File: config.mk
export PLATFORM = sky130hd
export DESIGN_NAME = hybrid_control_top
export DESIGN_NICKNAME = d
export VERILOG_FILES = /design/src/hc_pkg.sv /design/src/hybrid_control_top.sv /design/src/gate_supervisor.sv /design/src/dead_time.sv /design/src/hybrid_law.sv /design/src/adc_capture.sv
export VERILOG_INCLUDE_DIRS = /design/src
export SDC_FILE = /design/constraint.sdc
export NUM_CORES = 1
export LEC_CHECK = 0
export ABC_CLOCK_PERIOD_IN_PS = 4750
export BUFFER_PORTS_ARGS = -buffer_cell sky130_fd_sc_hd__buf_2
export CAP_MARGIN = 20
export CORE_AREA = 2 2 96 98
export DETAILED_ROUTE_END_ITERATION = 8
export DIE_AREA = 0 0 98 100
export MAX_ROUTING_LAYER = met4
export PLACE_DENSITY = 0.69
export SETUP_SLACK_MARGIN = 0.3
export SYNTH_ARGS = -nofsm -noshare
export SYNTH_HDL_FRONTEND = slang
export SYNTH_SLANG_ARGS = --single-unit
export TNS_END_PERCENT = 1
File: constraint.sdc
create_clock -name ADA_DCO -period 4.75 [get_ports ADA_DCO]
set_clock_uncertainty 0.15 [all_clocks]
set_input_delay 0.2375 -clock ADA_DCO [delete_from_list [all_inputs] [get_ports ADA_DCO]]
set_output_delay 0.2375 -clock ADA_DCO [all_outputs]
set_load 0.005 [all_outputs]
File: src/hc_params.svh
// hybrid control constants: sample widths, start-up phase lengths, dead-time table, phi scale
`ifndef HC_PARAMS_SVH
`define HC_PARAMS_SVH

// ========================================
// tank ADC and setpoints
// ========================================

// tank ADC word width, two's complement
`define HC_ADC_W 14

// phi and delta setpoint width
`define HC_SET_W 8

// phi to vC threshold, ADC counts per phi step
`define HC_PHI_SCALE 64

// ========================================
// start-up sequence
// ========================================

// low sides on, bootstrap caps charging
`define HC_BOOT_CYCLES 40

// sigma forced positive to pre-charge the tank
`define HC_PRESET_CYCLES 16

// ========================================
// dead-time table, cycles per i_dt_sel code
// ========================================

`define HC_DT0 8
`define HC_DT1 2
`define HC_DT2 4
`define HC_DT3 6

// counter must hold the largest entry
`define HC_DT_MAX_W 4

`endif
File: src/hc_pkg.sv
// hybrid control shared types: tank sample, bridge gate pattern and state enums
`include "hc_params.svh"

package hc_pkg;

   // ========================================
   // datapath structs
   // ========================================

   // one tank sample pair, valid low when either ADC clipped
   typedef struct packed {
      logic                         valid;
      // capacitor voltage, channel A
      logic signed [`HC_ADC_W-1:0]  vc;
      // inductor current, channel B
      logic signed [`HC_ADC_W-1:0]  ic;
   } tank_sample_t;

   // bridge gates, m1 lands on bit 0
   // leg 1 is m1 high / m3 low
   // leg 2 is m2 high / m4 low
   typedef struct packed {
      logic m4;
      logic m3;
      logic m2;
      logic m1;
   } gate_t;

   // ========================================
   // state encodings
   // ========================================

   // bridge state of the hybrid law
   // pos drives m1+m4, neg drives m2+m3
   typedef enum logic {
      SIGMA_POS = 1'b0,
      SIGMA_NEG = 1'b1
   } sigma_e;

   // supervisor start-up sequence
   typedef enum logic [1:0] {
      SUP_IDLE   = 2'd0,
      SUP_BOOT   = 2'd1,
      SUP_PRESET = 2'd2,
      SUP_RUN    = 2'd3
   } sup_state_e;

endpackage

File: src/hybrid_control_top.sv
// hybrid control top: adc capture, switching law, dead time and gate supervisor in a chain
`timescale 1ns/1ps
`include "hc_params.svh"

module hybrid_control_top (
   input  logic                         ADA_DCO,
   input  logic                         i_reset,
   // tank converters
   input  logic signed [`HC_ADC_W-1:0]  i_ada_data,
   input  logic signed [`HC_ADC_W-1:0]  i_adb_data,
   input  logic                         i_ada_or,
   input  logic                         i_adb_or,
   // control
   input  logic                         i_enable,
   input  logic [`HC_SET_W-1:0]         i_phi,
   input  logic [`HC_SET_W-1:0]         i_delta,
   input  logic [1:0]                   i_dt_sel,
   // bridge, bit 0 is m1
   output logic [3:0]                   o_q,
   output hc_pkg::sigma_e               o_sigma
);

   hc_pkg::tank_sample_t sample;
   hc_pkg::gate_t        law_gate;
   hc_pkg::gate_t        dt_gate;
   logic                 law_hold;

   // ========================================
   // pipeline, one edge per stage
   // ========================================

   // stage 1, sample capture
   adc_capture u_capture (
      .ADA_DCO    (ADA_DCO),
      .i_reset    (i_reset),
      .i_ada_data (i_ada_data),
      .i_adb_data (i_adb_data),
      .i_ada_or   (i_ada_or),
      .i_adb_or   (i_adb_or),
      .o_sample   (sample)
   );

   // stage 2, sigma from tank state
   hybrid_law u_law (
      .ADA_DCO  (ADA_DCO),
      .i_reset  (i_reset),
      .i_hold   (law_hold),
      .i_sample (sample),
      .i_phi    (i_phi),
      .i_delta  (i_delta),
      .o_gate   (law_gate),
      .o_sigma  (o_sigma)
   );

   // stage 3, turn-on delay
   dead_time u_dead (
      .ADA_DCO  (ADA_DCO),
      .i_reset  (i_reset),
      .i_gate   (law_gate),
      .i_dt_sel (i_dt_sel),
      .o_gate   (dt_gate)
   );

   // stage 4, start-up and protection
   // hold goes back to the law
   gate_supervisor u_sup (
      .ADA_DCO    (ADA_DCO),
      .i_reset    (i_reset),
      .i_enable   (i_enable),
      .i_gate     (dt_gate),
      .o_q        (o_q),
      .o_law_hold (law_hold)
   );

endmodule

File: src/gate_supervisor.sv
// gate supervisor: enable, bootstrap, preset and run sequence with shoot-through blanking
`timescale 1ns/1ps
`include "hc_params.svh"

module gate_supervisor (
   input  logic            ADA_DCO,
   input  logic            i_reset,
   input  logic            i_enable,
   input  hc_pkg::gate_t   i_gate,
   output logic [3:0]      o_q,
   output logic            o_law_hold
);

   // counter sized for the longer start-up phase
   localparam int PH_MAX = (`HC_BOOT_CYCLES > `HC_PRESET_CYCLES) ?
                           `HC_BOOT_CYCLES : `HC_PRESET_CYCLES;
   localparam int CW     = $clog2(PH_MAX + 1);

   // fixed start-up patterns, bit 0 is m1
   // boot drives both low sides m3 + m4
   localparam logic [3:0] Q_BOOT   = 4'b1100;
   // preset is the sigma pos diagonal m1 + m4
   localparam logic [3:0] Q_PRESET = 4'b1001;

   hc_pkg::sup_state_e state;
   logic [CW-1:0]      ph_cnt;
   logic [3:0]         gate_in;
   logic               shoot;

   assign gate_in = i_gate;

   // both devices of one leg on
   assign shoot = (gate_in[0] & gate_in[2]) | (gate_in[1] & gate_in[3]);

   // ========================================
   // start-up FSM
   // ========================================

   always_ff @(posedge ADA_DCO) begin
      if (i_reset || !i_enable) begin
         state  <= hc_pkg::SUP_IDLE;
         ph_cnt <= '0;
      end else begin
         unique case (state)
            hc_pkg::SUP_IDLE: begin
               // enable seen, boot starts next cycle
               state  <= hc_pkg::SUP_BOOT;
               ph_cnt <= '0;
            end
            hc_pkg::SUP_BOOT: begin
               if (ph_cnt == CW'(`HC_BOOT_CYCLES - 1)) begin
                  state  <= hc_pkg::SUP_PRESET;
                  ph_cnt <= '0;
               end else begin
                  ph_cnt <= ph_cnt + 1'b1;
               end
            end
            hc_pkg::SUP_PRESET: begin
               if (ph_cnt == CW'(`HC_PRESET_CYCLES - 1)) begin
                  state  <= hc_pkg::SUP_RUN;
                  ph_cnt <= '0;
               end else begin
                  ph_cnt <= ph_cnt + 1'b1;
               end
            end
            default: begin
               // run until enable drops
               state <= hc_pkg::SUP_RUN;
            end
         endcase
      end
   end

   // law free only in run
   assign o_law_hold = (state != hc_pkg::SUP_RUN);

   // ========================================
   // output register
   // ========================================

   always_ff @(posedge ADA_DCO) begin
      if (i_reset || !i_enable) begin
         o_q <= 4'b0000;
      end else begin
         unique case (state)
            hc_pkg::SUP_BOOT:   o_q <= Q_BOOT;
            hc_pkg::SUP_PRESET: o_q <= Q_PRESET;
            // blank every gate on a shoot-through pattern
            hc_pkg::SUP_RUN:    o_q <= shoot ? 4'b0000 : gate_in;
            default:            o_q <= 4'b0000;
         endcase
      end
   end

endmodule

File: src/dead_time.sv
// dead-time insertion: delays every gate turn-on by the selected count, turn-off passes at once
`timescale 1ns/1ps
`include "hc_params.svh"

module dead_time (
   input  logic            ADA_DCO,
   input  logic            i_reset,
   input  hc_pkg::gate_t   i_gate,
   input  logic [1:0]      i_dt_sel,
   output hc_pkg::gate_t   o_gate
);

   localparam int DW = `HC_DT_MAX_W;

   logic [3:0]    gate_in;
   logic [3:0]    gate_out;
   logic [DW-1:0] dt_cycles;

   assign gate_in = i_gate;

   // ========================================
   // dead-time table
   // ========================================

   always_comb begin
      unique case (i_dt_sel)
         2'd0:    dt_cycles = DW'(`HC_DT0);
         2'd1:    dt_cycles = DW'(`HC_DT1);
         2'd2:    dt_cycles = DW'(`HC_DT2);
         default: dt_cycles = DW'(`HC_DT3);
      endcase
   end

   // ========================================
   // one delay counter per gate
   // ========================================

   for (genvar g = 0; g < 4; g++) begin : g_gate
      logic [DW-1:0] cnt;
      logic          q;

      always_ff @(posedge ADA_DCO) begin
         if (i_reset) begin
            cnt <= '0;
            q   <= 1'b0;
         end else if (!gate_in[g]) begin
            // input low restarts the delay
            // output follows the fall next edge
            cnt <= '0;
            q   <= 1'b0;
         end else begin
            // saturate at the table value
            if (cnt < dt_cycles) begin
               cnt <= cnt + 1'b1;
            end
            // >= so a smaller code picked mid-run still fires
            q <= (cnt >= dt_cycles);
         end
      end

      assign gate_out[g] = q;
   end

   assign o_gate = hc_pkg::gate_t'(gate_out);

endmodule

File: src/hybrid_law.sv
// hybrid switching law: sets sigma from tank-state thresholds and maps it to a bridge pattern
`timescale 1ns/1ps
`include "hc_params.svh"

module hybrid_law (
   input  logic                      ADA_DCO,
   input  logic                      i_reset,
   input  logic                      i_hold,
   input  hc_pkg::tank_sample_t      i_sample,
   input  logic [`HC_SET_W-1:0]      i_phi,
   input  logic [`HC_SET_W-1:0]      i_delta,
   output hc_pkg::gate_t             o_gate,
   output hc_pkg::sigma_e            o_sigma
);

   // threshold math width, phi*scale overflows the ADC word
   localparam int TW = `HC_ADC_W + 4;

   hc_pkg::sigma_e       sigma_q;
   hc_pkg::sigma_e       sigma_nxt;

   logic signed [TW-1:0] vc_ext;
   logic signed [TW-1:0] ic_ext;
   logic signed [TW-1:0] phi_th;
   logic signed [TW-1:0] delta_th;
   logic                 to_pos;
   logic                 to_neg;

   // bridge pattern for a given sigma
   function automatic hc_pkg::gate_t gate_of(input hc_pkg::sigma_e s);
      hc_pkg::gate_t g;
      g = '0;
      if (s == hc_pkg::SIGMA_POS) begin
         // diagonal m1 + m4
         g.m1 = 1'b1;
         g.m4 = 1'b1;
      end else begin
         // diagonal m2 + m3
         g.m2 = 1'b1;
         g.m3 = 1'b1;
      end
      return g;
   endfunction

   // ========================================
   // thresholds
   // ========================================

   // sign extend the tank samples
   assign vc_ext = $signed(i_sample.vc);
   assign ic_ext = $signed(i_sample.ic);

   // setpoints are unsigned, zero extend
   assign phi_th   = $signed(TW'(i_phi) * TW'(`HC_PHI_SCALE));
   assign delta_th = $signed(TW'(i_delta));

   // neg -> pos: current positive past zvs margin, voltage low enough
   assign to_pos = (ic_ext >= delta_th) && (vc_ext <= -phi_th);
   // pos -> neg: mirror image of the rule above
   assign to_neg = (ic_ext <= -delta_th) && (vc_ext >= phi_th);

   // ========================================
   // sigma FSM
   // ========================================

   always_comb begin
      sigma_nxt = sigma_q;
      if (i_hold) begin
         // start-up or disabled, park in pos
         sigma_nxt = hc_pkg::SIGMA_POS;
      end else if (i_sample.valid) begin
         unique case (sigma_q)
            hc_pkg::SIGMA_NEG: if (to_pos) sigma_nxt = hc_pkg::SIGMA_POS;
            hc_pkg::SIGMA_POS: if (to_neg) sigma_nxt = hc_pkg::SIGMA_NEG;
            default:           sigma_nxt = hc_pkg::SIGMA_POS;
         endcase
      end
   end

   always_ff @(posedge ADA_DCO) begin
      if (i_reset) begin
         sigma_q <= hc_pkg::SIGMA_POS;
         o_gate  <= gate_of(hc_pkg::SIGMA_POS);
      end else begin
         sigma_q <= sigma_nxt;
         // pattern updates on the same edge as sigma
         o_gate  <= gate_of(sigma_nxt);
      end
   end

   assign o_sigma = sigma_q;

endmodule

File: src/adc_capture.sv
// tank ADC capture: registers vC and iC, undoes the front-end inversion, flags clipped samples
`timescale 1ns/1ps
`include "hc_params.svh"

module adc_capture (
   input  logic                         ADA_DCO,
   input  logic                         i_reset,
   input  logic signed [`HC_ADC_W-1:0]  i_ada_data,
   input  logic signed [`HC_ADC_W-1:0]  i_adb_data,
   input  logic                         i_ada_or,
   input  logic                         i_adb_or,
   output hc_pkg::tank_sample_t         o_sample
);

   localparam int W = `HC_ADC_W;

   // extremes of the two's complement word
   localparam logic signed [W-1:0] ADC_MIN = {1'b1, {(W-1){1'b0}}};
   localparam logic signed [W-1:0] ADC_MAX = {1'b0, {(W-1){1'b1}}};

   // negate, most negative code clamps to full scale
   // plain negation would wrap it back negative
   function automatic logic signed [W-1:0] neg_sat(input logic signed [W-1:0] x);
      logic signed [W-1:0] r;
      if (x == ADC_MIN) begin
         r = ADC_MAX;
      end else begin
         r = -x;
      end
      return r;
   endfunction

   // ========================================
   // capture register
   // ========================================

   always_ff @(posedge ADA_DCO) begin
      if (i_reset) begin
         o_sample.valid <= 1'b0;
      end else begin
         // clipped data must never reach the law
         o_sample.valid <= ~(i_ada_or | i_adb_or);
      end
      // payload follows the pins every edge
      // channel A carries vC, channel B carries iC
      o_sample.vc <= neg_sat(i_ada_data);
      o_sample.ic <= neg_sat(i_adb_data);
   end

endmodule

# After elaboration in Yosys (flattened, before gate mapping)

Cells that the tools add are included.

$add $sub $neg: 9
$mul: 0
Div/mod/pow operators: 0
$lt $le $gt $ge: 12
Equality and inequality tests: 12
Shift-type cells: 0
Mux-type cells: 16
Bitwise logic cells: 9
Reductions and logical operators: 11

Operators with widths:

| kind                                                | number |
|---|---|
| <= comparator 14 x 18 -> 1 bit                      | 2 |
| equality test 14 bit, second input constant         | 2 |
| negator 14 bit                                      | 2 |
| case mux 4 bit (3 select lines)                     | 2 |
| negator 14 -> 18 bit                                | 1 |
| negator 8 -> 18 bit                                 | 1 |
| case mux 6 bit (3 select lines)                     | 1 |
| adder 4 x 1 -> 4 bit, second input constant         | 4 |
| >= comparator 4 bit                                 | 4 |
| less-than comparator 4 bit                          | 4 |
| >= comparator 14 x 15 -> 1 bit                      | 1 |
| >= comparator 14 x 9 -> 1 bit                       | 1 |
| 2-to-1 mux 6 bit                                    | 2 |
| adder 6 x 1 -> 6 bit, second input constant         | 1 |
| equality test 2 bit, second input constant          | 3 |
| equality test 6 x 4 -> 1 bit, second input constant | 1 |
| equality test 6 bit, second input constant          | 1 |
| 2-to-1 mux 2 bit                                    | 3 |
| case mux 2 bit (3 select lines)                     | 1 |
| OR reduction 2 bit                                  | 3 |
| 2-to-1 mux 1 bit                                    | 5 |
| NOT 1 bit                                           | 5 |
| equality test 2 x 1 -> 1 bit, second input constant | 2 |
| zero test 2 bit                                     | 2 |
| 11 further kinds                                    | 15 |

Register bits after elaboration: 65
Latch bits: 0
RAM bits: 0
Bits in read-only memories: 0
Input port bits: 51
Output and inout bits: 5
Word-level logic and storage cells: 87
Memories kept: 0

# Depth between registers and ports, before layout

Depth after elaboration: 8
Depth in mapped cells: 12
Gate-level depth less buffers: 12

# Hierarchy

Synthesis repeated with hierarchy kept, for this count alone.

Cells, all modules: 543
Area, all modules: 4626.9 µm²

By module, submodules not included:

| module          | instances | cells each | area an instance (µm²) | sequential area each (µm²) |
|---|---|---|---|---|
| hybrid_law      | 1         | 206        | 1507.7                 | 40.0 |
| adc_capture     | 1         | 141        | 1260.0                 | 580.6 |
| dead_time       | 1         | 127        | 1217.4                 | 400.4 |
| gate_supervisor | 1         | 69         | 641.9                  | 240.2 |

# Least setup slack after synthesis

OpenSTA, ideal clock, no wires.

Kind: input -> register
Start: in i_delta[4]
End: reg u_law.o_gate[3] (netlist bit)
Arrival time: 2.439 ns
Setup slack: 2.046 ns
Stages: 9
Path buffers: 0
Cells stage by stage: nor4_1 nand2_1 nor3b_1 ha_1 and2_0 a221o_1 a221o_1 o211a_1 o21a_1

Word-level cells in the longest chain between the ends: 8

RTL lines:

| what                                | line                     | RTL |
|---|---|---|
| from (decl)                         | hybrid_control_top.sv:16 | `` input logic [`HC_SET_W-1:0] i_delta, `` |
| negator 8 -> 18 bit                 | hybrid_law.sv:60         | `assign to_neg = (ic_ext <= -delta_th) && (vc_ext >= phi_th);` |
| <= comparator 14 x 18 -> 1 bit      | hybrid_law.sv:60         |  |
| logical AND 1 bit                   | hybrid_law.sv:60         |  |
| 2-to-1 mux 1 bit                    | hybrid_law.sv:74         | `hc_pkg::SIGMA_POS: if (to_neg) sigma_nxt = hc_pkg::SIGMA_NEG;` |
| case mux 1 bit (2 select lines) (*) | hybrid_law.sv:72         | `unique case (sigma_q)` |
| 2-to-1 mux 1 bit (*)                | hybrid_law.sv:71         | `end else if (i_sample.valid) begin` |
| 2-to-1 mux 1 bit (*)                | hybrid_law.sv:68         | `if (i_hold) begin` |
| 2-to-1 mux 1 bit (*)                | hybrid_law.sv:33         | `if (s == hc_pkg::SIGMA_POS) begin` |
| to (signal assigned)                | hybrid_law.sv:83         | `o_gate <= gate_of(hc_pkg::SIGMA_POS);` |
| to (signal assigned)                | hybrid_law.sv:87         | `o_gate <= gate_of(sigma_nxt);` |
| to (decl)                           | hybrid_law.sv:12         | `output hc_pkg::gate_t o_gate,` |

Mark *: on every way between the ends. The rest lies on a longest branch, timed or not.
A chain may end at the register's enable or synchronous reset.

# Worst setup path after layout

Ends and elaborated chain as after synthesis.

==> flow_summary.toml <==
[outcome]
status = "completed"

[logic_synthesis]
synth_area_mm2 = 0.00428
yosysUniqueCellTypes = 55
ys.flop_type = "dfxtp_1"
synth_edf_count = 0
syn_area_per_cell_um2 = 8.59
ys.warnings.count = 0
synth_fp_nets = 623
netlist_top_cells_area = "dfxtp_1 (29%), ha_1 (22%), xor2_1 (4.9%)"
async_flop_share_pct = 0
syn_inst = 498
ys_ff_latch = 63
synth.top_cell.area_share_pct = 29.5
synth_seq_area_share_pct = 29.5
yosysTopAreaCell = "dfxtp_1"

[floorplanning]
ioPinCount = 56
rows = 35
core_mm2 = 0.00889
start_util_pct = 48.1
dieWidth_um = 98
dieHeight_um = 100
die-area_mm2 = 0.00980

[timing]
fin_crit_sh_pct = 59.6
hold_viol = 0
finalSetupViolations = 0
maxSlewHeadroom_pct = 67.3
final.setup.tns_ns = 0
fin_crit_ns = 2.83
maxSlewViolCount = 0
rsz0062_at_grt = "false"
tightest_slew_ns = 0.486
fmax_mhz = 353

[worst_setup_path]
critPathLaunchType = "input port"
path_delay_family = "simple AND/OR/NAND/NOR gates"
path_buf_inv = 1
startpoint = "i_delta[4]"
worstSetupPathType = "input port to flop"
crit-reg2reg-capture = "u_law.o_gate[3]"
r2r-start = "u_capture.o_sample[13]"
crit_end = "u_law.o_gate[3]"
r2r_setup_slack_ns = 2.56
reg2reg_depth = 6
worstPathArrival_ns = 2.91
cpPeakStageDelay_ns = 0.48
required_ns = 4.82
cp_max_fo = 7
worstSetupEndpointType = "flop"
crit_chain = "buf_2 -> nor4_1 -> nand2_1 -> nor3b_1 -> ha_1 -> and4_1 -> nand4_1 -> nor2_1 -> a221o_1 -> o211a_1 -> o21a_1"
cp.depth = 11
cp_slowest_cell = "nor3b_1"

[routing]
ant_nets = 0
wl_per_cell_um = 12.0
first_pass_iters = 4
route.detailed.drc = 0
viasPerCell = 5.26
drt_wl_total_um = 8150
vias = 3580
dr.first_iter.drc_count = 120

[finish]
layout.nets = 692
final_common_cell = "ha_1"
antenna_cells = 0
most-common-layout-cells = "ha_1 (74), dfxtp_1 (63), buf_2 (55)"
syn_to_final_growth_pct = 14.9
drive_above_1_share_pct = 14.2
fin_area_mm2 = 0.00492

[global_route]
grt_pass1_vias = 3454
grt_pass1_wl_um = 14500
overflow = 0
antenna_found_initial = 0
grt_use_total_pct = 18.1
grt_max_degree = 13

[pwr]
power_density_mw_per_mm2 = 251
ir_worst_vdd_mv = 0.106
power_mw = 1.24
power_leakage_nw = 2.39

[flow_run]
maxCapViolCount = 0

[cts]
cts_tree = "done"
clockBufferDepth = 2
cts_buffers = 9
cts-htree-levels = 3
cts-root-buf = "clkbuf_8"
clk_pin_slew_ns = 0.06
cts_setup_buffers = 0
clkLatencyLatePin_ns = 0.33
clock_sinks = 63

[min_path]
hold_path_class = "input port to flop"

[placement]
dp_hpwl_um = 6620
gp_congestion = 0.935
dpl_cell_area_mm2 = 0.00466
port_buffers = 55
## cells in the mapped netlist, types with 2 or more instances
| library cell | instances |
|---|---|
| a211oi_1 | 4 |
| a21o_1 | 9 |
| a21oi_1 | 27 |
| a221o_1 | 2 |
| and4_1 | 3 |
| and4b_1 | 2 |
| clkbuf_1 | 5 |
| dfxtp_1 | 63 |
| ha_1 | 74 |
| inv_1 | 47 |
| mux2i_1 | 7 |
| nand2_1 | 51 |
| nand2_2 | 3 |
| nand2b_1 | 6 |
| nand3_1 | 12 |
| nand3b_1 | 4 |
| nand4_1 | 10 |
| nand4b_1 | 6 |
| nor2_1 | 42 |
| nor2b_1 | 3 |
| nor3_1 | 12 |
| nor3b_1 | 4 |
| nor4_1 | 13 |
| nor4_2 | 2 |
| o21ai_0 | 11 |
| o31ai_1 | 2 |
| or2_2 | 2 |
| or3_1 | 2 |
| or4_1 | 3 |
| xnor2_1 | 19 |
| xor2_1 | 24 |
## state kept, by name, summed over array words and instances, names as in the netlist
register            flops
u_law.o_sigma           1
u_sup.state             2
u_sup.o_q               4
u_capture.o_sample     29
u_sup.ph_cnt            6
u_dead.g_gate.q         4
u_dead.g_gate.cnt      16
u_law.o_gate            1
## worst min-delay path, cell delays in order
cell     delay [ns]
buf_2          0.11
xor2_1         0.06
nand2_1        0.05
## worst min path at each step
stage	endpoint	cells past startpoint	startpoint	slack, ns
2_1_floorplan	u_capture.o_sample[28]	1	i_ada_or	0.16
3_3_place_gp	u_capture.o_sample[28]	2	i_ada_or	0.27
3_5_place_dp	u_capture.o_sample[28]	2	i_ada_or	0.27
4_1_cts	u_capture.o_sample[4]	3	i_adb_data[4]	0.002
5_1_grt	u_capture.o_sample[4]	3	i_adb_data[4]	0.01
6_report	u_capture.o_sample[4]	3	i_adb_data[4]	0.01
## per-layer routing
layer | vias to the layer above | routed length, um | global-route usage [%]
met5 | - | 0 | -
met4 | 0 | 136 | 6.52
met3 | 20 | 298 | 3.69
met2 | 70 | 3790 | 29.9
met1 | 1612 | 3920 | 22.1
li1 | 1878 | - | -
## where the power goes
part | switching, mW | internal, mW
registers | 0.0291 | 0.563
logic | 0.129 | 0.116
clock network | 0.187 | 0.212
total | 0.345 | 0.891
## through the flow
step | worst slack, ns | std cells | utilization (%) | hold WS, ns
2_1_floorplan | 2.05 | 498 | - | 0.159
3_3_place_gp | 1.66 | 658 | 52.5 | 0.274
3_5_place_dp | 1.61 | 658 | 52.5 | 0.270
4_1_cts | 1.96 | 681 | 55.3 | 0.00184
5_1_grt | 1.69 | 681 | 55.3 | 0.0121
6_report | 1.92 | 681 | 55.3 | 0.0118
## layout make-up
class | instances | area (um2)
Inverter | 48 | 180
Tap cell | 111 | 139
Clock buffer | 13 | 159
Multi-Input combinational cell | 381 | 2810
Clock inverter | 1 | 5.00
Sequential cell | 63 | 1260
Timing Repair Buffer | 64 | 365
Fill cell | 827 | 3970
## repair_timing
action | CTS | global route
hold endpoints to repair | 8 | 0
hold buffers | 9 | 0
resized for setup | 0 | 0
## cells by family (layout without fill, tap and decap cells)
family          count (synthesis)  after routing  share of synthesized area (%)
compound gates                 68             68                           10.1
xor+xnor                       43             43                           8.80
fa+ha+maj                      74             74                           21.6
buf+inv                        54            126                           4.91
flops                          63             63                           29.5
mux                             7              7                           1.64
simple gates                  189            189                           23.4
Power figures use the tool's default switching activity.
